### config.mk
export PLATFORM = sky130hd
export DESIGN_NAME = uart_cmd_bridge
export DESIGN_NICKNAME = d
export VERILOG_FILES = /design/src/common/uart_line_pkg.sv /design/src/common/uart_cmd_pkg.sv /design/src/common/tx_lane_if.sv /design/src/rtl/baud_timer.sv /design/src/uart_core/uart_tx_shift.sv /design/src/uart_core/uart_rx_shift.sv /design/src/rtl/cmd_sequencer.sv /design/src/rtl/uart_cmd_bridge.sv
export SDC_FILE = /design/constraint.sdc
export NUM_CORES = 1
export LEC_CHECK = 0
export BUFFER_PORTS_ARGS = -buffer_cell sky130_fd_sc_hd__buf_2
export CELL_PAD_IN_SITES_DETAIL_PLACEMENT = 2
export CELL_PAD_IN_SITES_GLOBAL_PLACEMENT = 2
export CORE_ASPECT_RATIO = 0.9
export CORE_MARGIN = 10
export CORE_UTILIZATION = 41
export DETAILED_ROUTE_END_ITERATION = 10
export PLACE_DENSITY = 0.83
export SLEW_MARGIN = 25
export SYNTH_ARGS = -nofsm -noshare
export SYNTH_HDL_FRONTEND = slang
export SYNTH_HIERARCHICAL = 1
export SYNTH_SLANG_ARGS = --single-unit
### constraint.sdc
create_clock -name clk -period 3.7 [get_ports clk]
set_input_delay 0 -clock clk [delete_from_list [all_inputs] [get_ports clk]]
set_output_delay 0 -clock clk [all_outputs]
set_load 0.1 [all_outputs]
### src/common/uart_line_pkg.sv
package uart_line_pkg;

  // serial frame layout: start, data lsb first, parity, stop
  localparam int DATA_BITS  = 8;
  localparam int FRAME_BITS = 11;

  typedef logic [DATA_BITS-1:0] byte_t;

  // parity bit that leaves an odd count of ones over data plus parity
  function automatic logic odd_parity(byte_t data);
    return ~^data;
  endfunction

  // full frame, bit 0 goes on the line first
  function automatic logic [FRAME_BITS-1:0] make_frame(byte_t data);
    logic [FRAME_BITS-1:0] frame;
    frame = {1'b1, odd_parity(data), data, 1'b0};
    return frame;
  endfunction

endpackage

### src/common/uart_cmd_pkg.sv
package uart_cmd_pkg;

  // command word: [15] write flag, [14:8] address, [7:0] write data
  localparam int CMD_WIDTH = 16;
  localparam int RW_BIT    = 15;

  typedef logic [CMD_WIDTH-1:0] cmd_t;

  // sequencer states
  typedef enum logic [2:0] {
    IDLE     = 3'd0,
    SEND_HI  = 3'd1,
    SEND_LO  = 3'd2,
    WAIT_RSP = 3'd3,
    DONE     = 3'd4
  } seq_state_e;

endpackage

### src/common/tx_lane_if.sv
`timescale 1ns/1ps

interface tx_lane_if;

  logic                 start;
  uart_line_pkg::byte_t tx_byte;
  logic                 busy;
  logic                 done;

  modport seq (
    output start,
    output tx_byte,
    input  busy,
    input  done
  );

  modport shifter (
    input  start,
    input  tx_byte,
    output busy,
    output done
  );

endinterface

### src/rtl/baud_timer.sv
`timescale 1ns/1ps

module baud_timer #(
  parameter int CLKS_PER_BIT = 434
) (
  input  logic clk,
  input  logic rst_n,
  input  logic run,
  input  logic half_first,
  output logic tick
);

  localparam int CW = $clog2(CLKS_PER_BIT);
  localparam logic [CW-1:0] FULL_LAST = CW'(CLKS_PER_BIT - 1);
  localparam logic [CW-1:0] HALF_LAST = CW'(CLKS_PER_BIT / 2 - 1);

  logic [CW-1:0] cnt;
  logic          run_q;
  // current period is the shortened first one
  logic          short_q;

  assign tick = run && (cnt == (short_q ? HALF_LAST : FULL_LAST));

  always_ff @(posedge clk or negedge rst_n) begin
    if (!rst_n) begin
      cnt     <= '0;
      run_q   <= 1'b0;
      short_q <= 1'b0;
    end else begin
      run_q <= run;
      if (!run) begin
        cnt     <= '0;
        short_q <= 1'b0;
      end else if (tick) begin
        cnt     <= '0;
        short_q <= 1'b0;
      end else begin
        cnt <= cnt + 1'b1;
        // half_first only matters on the cycle run rises
        if (!run_q) begin
          short_q <= half_first;
        end
      end
    end
  end

endmodule

### src/uart_core/uart_tx_shift.sv
`timescale 1ns/1ps

module uart_tx_shift (
  input  logic           clk,
  input  logic           rst_n,
  tx_lane_if.shifter     lane,
  input  logic           tick,
  output logic           run,
  output logic           tx
);

  localparam int FB = uart_line_pkg::FRAME_BITS;
  localparam logic [3:0] LAST_BIT = 4'(FB - 1);

  // line side of the frame is bit 0, idles at all ones
  logic [FB-1:0] frame_q;
  logic [3:0]    bit_cnt;
  logic          busy_q;
  logic          done_q;

  assign tx        = frame_q[0];
  assign run       = busy_q;
  assign lane.busy = busy_q;
  assign lane.done = done_q;

  always_ff @(posedge clk or negedge rst_n) begin
    if (!rst_n) begin
      frame_q <= '1;
      bit_cnt <= '0;
      busy_q  <= 1'b0;
      done_q  <= 1'b0;
    end else begin
      done_q <= 1'b0;
      if (lane.start && !busy_q) begin
        frame_q <= uart_line_pkg::make_frame(lane.tx_byte);
        bit_cnt <= '0;
        busy_q  <= 1'b1;
      end else if (busy_q && tick) begin
        frame_q <= {1'b1, frame_q[FB-1:1]};
        // last tick closes the stop bit
        if (bit_cnt == LAST_BIT) begin
          bit_cnt <= '0;
          busy_q  <= 1'b0;
          done_q  <= 1'b1;
        end else begin
          bit_cnt <= bit_cnt + 1'b1;
        end
      end
    end
  end

endmodule

### src/uart_core/uart_rx_shift.sv
`timescale 1ns/1ps

module uart_rx_shift (
  input  logic                 clk,
  input  logic                 rst_n,
  input  logic                 rx,
  input  logic                 arm,
  input  logic                 tick,
  output logic                 run,
  output logic                 half_first,
  output uart_line_pkg::byte_t rx_byte,
  output logic                 rx_good,
  output logic                 rx_bad
);

  localparam int DB = uart_line_pkg::DATA_BITS;
  localparam logic [3:0] PAR_BIT  = 4'(DB + 1);
  localparam logic [3:0] STOP_BIT = 4'(uart_line_pkg::FRAME_BITS - 1);

  logic [2:0]           sync_q;
  logic                 rx_s;
  logic                 fall;
  logic                 busy_q;
  logic [3:0]           bit_cnt;
  uart_line_pkg::byte_t data_q;
  logic                 par_q;
  logic                 start_err_q;

  assign rx_s = sync_q[1];
  assign fall = sync_q[2] & ~sync_q[1];

  assign run        = busy_q;
  // start bit phase gets the half period so samples sit mid-bit
  assign half_first = busy_q && (bit_cnt == '0);
  assign rx_byte    = data_q;

  // three-flop synchronizer, preset high like the idle line
  always_ff @(posedge clk or negedge rst_n) begin
    if (!rst_n) begin
      sync_q <= 3'b111;
    end else begin
      sync_q <= {sync_q[1:0], rx};
    end
  end

  always_ff @(posedge clk or negedge rst_n) begin
    if (!rst_n) begin
      busy_q      <= 1'b0;
      bit_cnt     <= '0;
      start_err_q <= 1'b0;
      rx_good     <= 1'b0;
      rx_bad      <= 1'b0;
    end else begin
      rx_good <= 1'b0;
      rx_bad  <= 1'b0;
      if (!busy_q) begin
        if (arm && fall) begin
          busy_q      <= 1'b1;
          bit_cnt     <= '0;
          start_err_q <= 1'b0;
        end
      end else if (tick) begin
        if (bit_cnt == STOP_BIT) begin
          busy_q  <= 1'b0;
          bit_cnt <= '0;
          if (start_err_q || !rx_s || (par_q != uart_line_pkg::odd_parity(data_q))) begin
            rx_bad <= 1'b1;
          end else begin
            rx_good <= 1'b1;
          end
        end else begin
          bit_cnt <= bit_cnt + 1'b1;
          // glitch, start bit no longer low at mid-bit
          if (bit_cnt == '0 && rx_s) begin
            start_err_q <= 1'b1;
          end
        end
      end
    end
  end

  // data and parity capture
  always_ff @(posedge clk) begin
    if (busy_q && tick) begin
      if (bit_cnt != '0 && bit_cnt < PAR_BIT) begin
        data_q <= {rx_s, data_q[DB-1:1]};
      end
      if (bit_cnt == PAR_BIT) begin
        par_q <= rx_s;
      end
    end
  end

endmodule

### src/rtl/cmd_sequencer.sv
`timescale 1ns/1ps

module cmd_sequencer (
  input  logic               clk,
  input  logic               rst_n,
  input  uart_cmd_pkg::cmd_t cmd_in,
  input  logic               cmd_vld,
  output logic               cmd_rdy,
  tx_lane_if.seq             lane,
  output logic               rx_arm,
  input  logic               rx_good,
  input  logic               rx_bad
);

  localparam int DB = uart_line_pkg::DATA_BITS;
  localparam int CW = uart_cmd_pkg::CMD_WIDTH;

  uart_cmd_pkg::seq_state_e state;
  uart_cmd_pkg::cmd_t       cmd_q;
  uart_line_pkg::byte_t     byte_q;
  logic                     start_q;
  logic                     is_write;

  assign is_write = cmd_q[uart_cmd_pkg::RW_BIT];

  assign cmd_rdy      = (state == uart_cmd_pkg::IDLE);
  assign rx_arm       = (state == uart_cmd_pkg::WAIT_RSP);
  assign lane.start   = start_q;
  assign lane.tx_byte = byte_q;

  always_ff @(posedge clk or negedge rst_n) begin
    if (!rst_n) begin
      state   <= uart_cmd_pkg::IDLE;
      start_q <= 1'b0;
    end else begin
      start_q <= 1'b0;
      case (state)
        uart_cmd_pkg::IDLE: begin
          if (cmd_vld) begin
            state <= uart_cmd_pkg::SEND_HI;
          end
        end
        uart_cmd_pkg::SEND_HI: begin
          // done wins over a new start, both see busy low
          if (lane.done) begin
            if (is_write) begin
              start_q <= 1'b1;
              state   <= uart_cmd_pkg::SEND_LO;
            end else begin
              state <= uart_cmd_pkg::WAIT_RSP;
            end
          end else if (!lane.busy && !start_q) begin
            start_q <= 1'b1;
          end
        end
        uart_cmd_pkg::SEND_LO: begin
          // low frame launched
          state <= uart_cmd_pkg::DONE;
        end
        uart_cmd_pkg::DONE: begin
          if (lane.done) begin
            state <= uart_cmd_pkg::IDLE;
          end
        end
        uart_cmd_pkg::WAIT_RSP: begin
          if (rx_good || rx_bad) begin
            state <= uart_cmd_pkg::IDLE;
          end
        end
        default: begin
          state <= uart_cmd_pkg::IDLE;
        end
      endcase
    end
  end

  // command and outgoing byte
  always_ff @(posedge clk) begin
    if (cmd_rdy && cmd_vld) begin
      cmd_q <= cmd_in;
    end
    if (state == uart_cmd_pkg::SEND_HI) begin
      if (lane.done) begin
        byte_q <= cmd_q[DB-1:0];
      end else begin
        byte_q <= cmd_q[CW-1 -: DB];
      end
    end
  end

endmodule

### src/rtl/uart_cmd_bridge.sv
`timescale 1ns/1ps

module uart_cmd_bridge #(
  parameter int CLKS_PER_BIT = 434
) (
  input  logic                 clk,
  input  logic                 rst_n,
  input  uart_cmd_pkg::cmd_t   cmd_in,
  input  logic                 cmd_vld,
  output logic                 cmd_rdy,
  input  logic                 rx,
  output logic                 tx,
  output uart_line_pkg::byte_t read_data,
  output logic                 read_rdy,
  output logic                 parity_err
);

  logic tx_run;
  logic tx_tick;
  logic rx_run;
  logic rx_half;
  logic rx_tick;
  logic rx_arm;

  tx_lane_if lane ();

  cmd_sequencer cmd_sequencer_i (
    .clk     (clk),
    .rst_n   (rst_n),
    .cmd_in  (cmd_in),
    .cmd_vld (cmd_vld),
    .cmd_rdy (cmd_rdy),
    .lane    (lane.seq),
    .rx_arm  (rx_arm),
    .rx_good (read_rdy),
    .rx_bad  (parity_err)
  );

  uart_tx_shift uart_tx_shift_i (
    .clk   (clk),
    .rst_n (rst_n),
    .lane  (lane.shifter),
    .tick  (tx_tick),
    .run   (tx_run),
    .tx    (tx)
  );

  baud_timer #(.CLKS_PER_BIT(CLKS_PER_BIT)) tx_timer_i (
    .clk        (clk),
    .rst_n      (rst_n),
    .run        (tx_run),
    .half_first (1'b0),
    .tick       (tx_tick)
  );

  uart_rx_shift uart_rx_shift_i (
    .clk        (clk),
    .rst_n      (rst_n),
    .rx         (rx),
    .arm        (rx_arm),
    .tick       (rx_tick),
    .run        (rx_run),
    .half_first (rx_half),
    .rx_byte    (read_data),
    .rx_good    (read_rdy),
    .rx_bad     (parity_err)
  );

  baud_timer #(.CLKS_PER_BIT(CLKS_PER_BIT)) rx_timer_i (
    .clk        (clk),
    .rst_n      (rst_n),
    .run        (rx_run),
    .half_first (rx_half),
    .tick       (rx_tick)
  );

endmodule

==> impl_results.md <==
- Grt total ovfl: 0
- Iteration-0 DRC Markers: between 150 and 200
- Slew of the pin with the lowest slew margin: between 800 and 900 ps
- VDD IR-drop max: ~0.18 mV
- CTS hold repair buffers: 18
- Worst-Skew Late Latency: roughly 370 ps
- RSZ-0062 raised after global routing: false
- Wirelength, routed: approximately 11,000 µm
- Synthesized net count: ~330
- Tcrit/Tclk final: between 70% and 80%
- DP Wirelength: ~7500 µm
- Drt pass-1 iters: 4
- WHS Path Cells: 3
- CTS tree: built
- CP max FO: 11
- R2R depth: 6
- Pin count of the biggest net entering global routing: 35
- Inst Count DP: roughly 450
- Clock Skew: ~17 ps
- Hold Vio Cnt, Final: 0
- Root Buffer: clkbuf_8
- WHS: ~45 ps
- Ys Warns: 6
- Final slew viol count: 0
- Hold EP: cmd_sequencer_i/state[0]
- Std cell rows: 33
- Layout Nets: ~380
- Synth Cell Area: 0.00387 mm²
- Pwr dens: 465 mW/mm²
- Area grow syn2layout: 16.5%
- Reg2reg start: rx_timer_i/cnt[3]
- Final weighted congestion in routability-driven placement: roughly 0.75
- # diodes: 0
- Die H: 112 µm
- Fmax: 364 MHz
- GR Util All Layers: 16.9%
- Antenna violations before repair: 0
- Top-area cell type share of the netlist area: roughly a quarter
- Via density: approximately 5.5
- Vias in the first global route: about 3,000
- Layout cell share with drive strength beyond 1: a little under a quarter
- H-Tree Depth: 3
- Worst Path Required: 3780 ps
- Setup TNS: 0 ps
- Clock Pin Slew Worst Setup and Hold Paths: roughly 90 ps
- CP Class: reg2reg
- Status: completed
- Post-synth top cells: dfrtp_1, edfxtp_1, nand2_1, o21ai_0, xnor2_1
- Routed len/inst: 22.6 µm
- CP endpoint kind: flop
- Port-buffer cells: 31
- Sequential area share after synthesis: ~60%
- R2R setup slack: approximately 960 ps
- Top post-synthesis cells by area: dfrtp_1, edfxtp_1, dfstp_2, xnor2_1, nand2_1
- Post-synth top flop: dfrtp_1
- Worst path arrival time: between 2000 and 3000 ps
- Most common cell in the netlist: dfrtp_1
- IO Pins: 32
- Hold crit path type: in2reg
- Ys async rst share: between 60% and 70%
- Hold path start: cmd_vld
- Max-Cap Viols: 0
- CORE AREA: approximately 0.0092 mm²
- Post-Layout Cell Count: just under 500
- EDFF count, synth: 33
- Die X: 122 µm
- Final Core Density: 49.1%
- Routed Antenna Nets: 0
- Min Tclk post-route: roughly 2700 ps
- Die area: between 0.01 and 0.015 mm²
- Leading area contributor after synthesis: dfrtp_1
- Num CTS Buffers: 9
- PostCTS Resize Cnt: 0
- Post-Synthesis Cells: just over 300
- Syn Area/Cell: 12.5 µm²
- CTS sink count: 86
- Synth cell types: 56
- FF+latch count, synth: 86
- Reg2reg end: uart_rx_shift_i/rx_byte[4]
- Leakage: roughly 1.8 nW
- Initial Util: ~42%
- Setup Fix Bufs, Post-CTS: 0
- First-pass GRT wire length: roughly 18,000 µm
- Vias post-DR: approximately 2,700
- Final setup violating endpoints: 0
- Slew headroom: a little under half
- Worst setup SP type: flop
- Maximum buffer depth of the clock tree: 2
- # DRC: 0
[metal layers]
metal / GRT usage, % / vias up / part of all wire (%)
li1: - / 1240 / -
met1: 20.0 / 1388 / 42
met2: 29.7 / 37 / 54
met3: 4.06 / 9 / 2.6
met4: 4.47 / 0 / 1.2
met5: 0 / - / 0
[state kept, by name, summed over array words and instances, names as in the netlist, 3 cells and up]
name,flops
cmd_sequencer_i/lane.tx_byte,8
uart_rx_shift_i/rx_byte,8
cmd_sequencer_i/state,3
tx_timer_i/cnt,9
uart_tx_shift_i/bit_cnt,4
uart_rx_shift_i/bit_cnt,4
uart_tx_shift_i/frame_q,10
cmd_sequencer_i/cmd_q,16
uart_rx_shift_i/sync_q,3
rx_timer_i/cnt,9
[final cells by class]
cell class                 count  area [µm²]
multi-input combinational    203        1420
timing repair buffer          54         373
inverter                       6        22.5
clock inverter                 6        73.8
fill                         926        4660
tap                          122         153
sequential                    86        2330
clock buffer                  10         128
[cell families after synthesis]
kind of cell               count (synthesis)  synth area share (%)
AOI/OAI and AO/OA                         61                  10.7
buffers and inverters                     20                  2.91
DFF                                       86                  60.3
muxes                                     17                  4.66
other                                      1                0.0970
adders and majority gates                  4                  1.29
xor gates and xnor gates                  22                  5.53
and+or+nand+nor                           98                  14.4
[cell usage in the layout, fill, tap and decap left out, types with 3 or more instances in the layout]
cell type / count
buf_4: 5
xnor2_1: 14
clkbuf_8: 9
a211oi_1: 10
or3_1: 9
nor3_1: 6
mux2_2: 8
ha_1: 4
inv_6: 3
nand2_1: 31
and2_1: 3
o21ai_0: 21
dfstp_2: 13
nand3_1: 12
xor2_1: 6
mux2i_1: 9
inv_1: 4
nor2_1: 5
a21oi_1: 7
buf_2: 31
or2_2: 3
nand4b_1: 3
dlygate4sd3_1: 18
nand2b_1: 4
a221oi_1: 8
nand4_1: 3
dfrtp_1: 40
edfxtp_1: 33
[worst max-delay path, stage by stage (launching register included)]
cell	delay (ps)
dfrtp_1	470
or4b_1	540
o22ai_2	440
and3_1	470
nand2_1	130
nor3_1	200
buf_4	200
[report_power, final]
group | internal (mW) | leakage [nW] | total [mW] | switching [mW]
sequential | 1.11 | 0.983 | 1.19 | 0.0869
clock | 0.325 | 0.104 | 0.693 | 0.368
combinational | 0.0996 | 0.677 | 0.206 | 0.106
[worst max path at each step]
stage | start | to | slack [ps] | cells after the start
2_1_floorplan | cmd_sequencer_i/state[1] | cmd_sequencer_i/cmd_q[0] | 120 | 2
4_1_cts | rx_timer_i/cnt[3] | uart_rx_shift_i/rx_byte[0] | 970 | 6
3_5_place_dp | rx_timer_i/cnt[3] | uart_rx_shift_i/rx_byte[0] | 1000 | 6
5_1_grt | rx_timer_i/cnt[3] | uart_rx_shift_i/rx_byte[4] | 820 | 6
6_report | rx_timer_i/cnt[3] | uart_rx_shift_i/rx_byte[4] | 960 | 6
3_3_place_gp | rx_timer_i/cnt[3] | uart_rx_shift_i/rx_byte[0] | 1190 | 6
[per-stage QoR]
| stage | power [mW] | instance area [µm²] | setup slack, ps |
|---|---|---|---|
| after floorplan | 1.32 | 3870 | 121 |
| after global placement | 1.37 | 4120 | 1190 |
| after detailed placement | 1.40 | 4120 | 1000 |
| after CTS | 2.12 | 4500 | 971 |
| after global routing | 2.19 | 4500 | 817 |
| final | 2.09 | 4500 | 956 |
No activity file was read; power rests on OpenSTA's default activity.
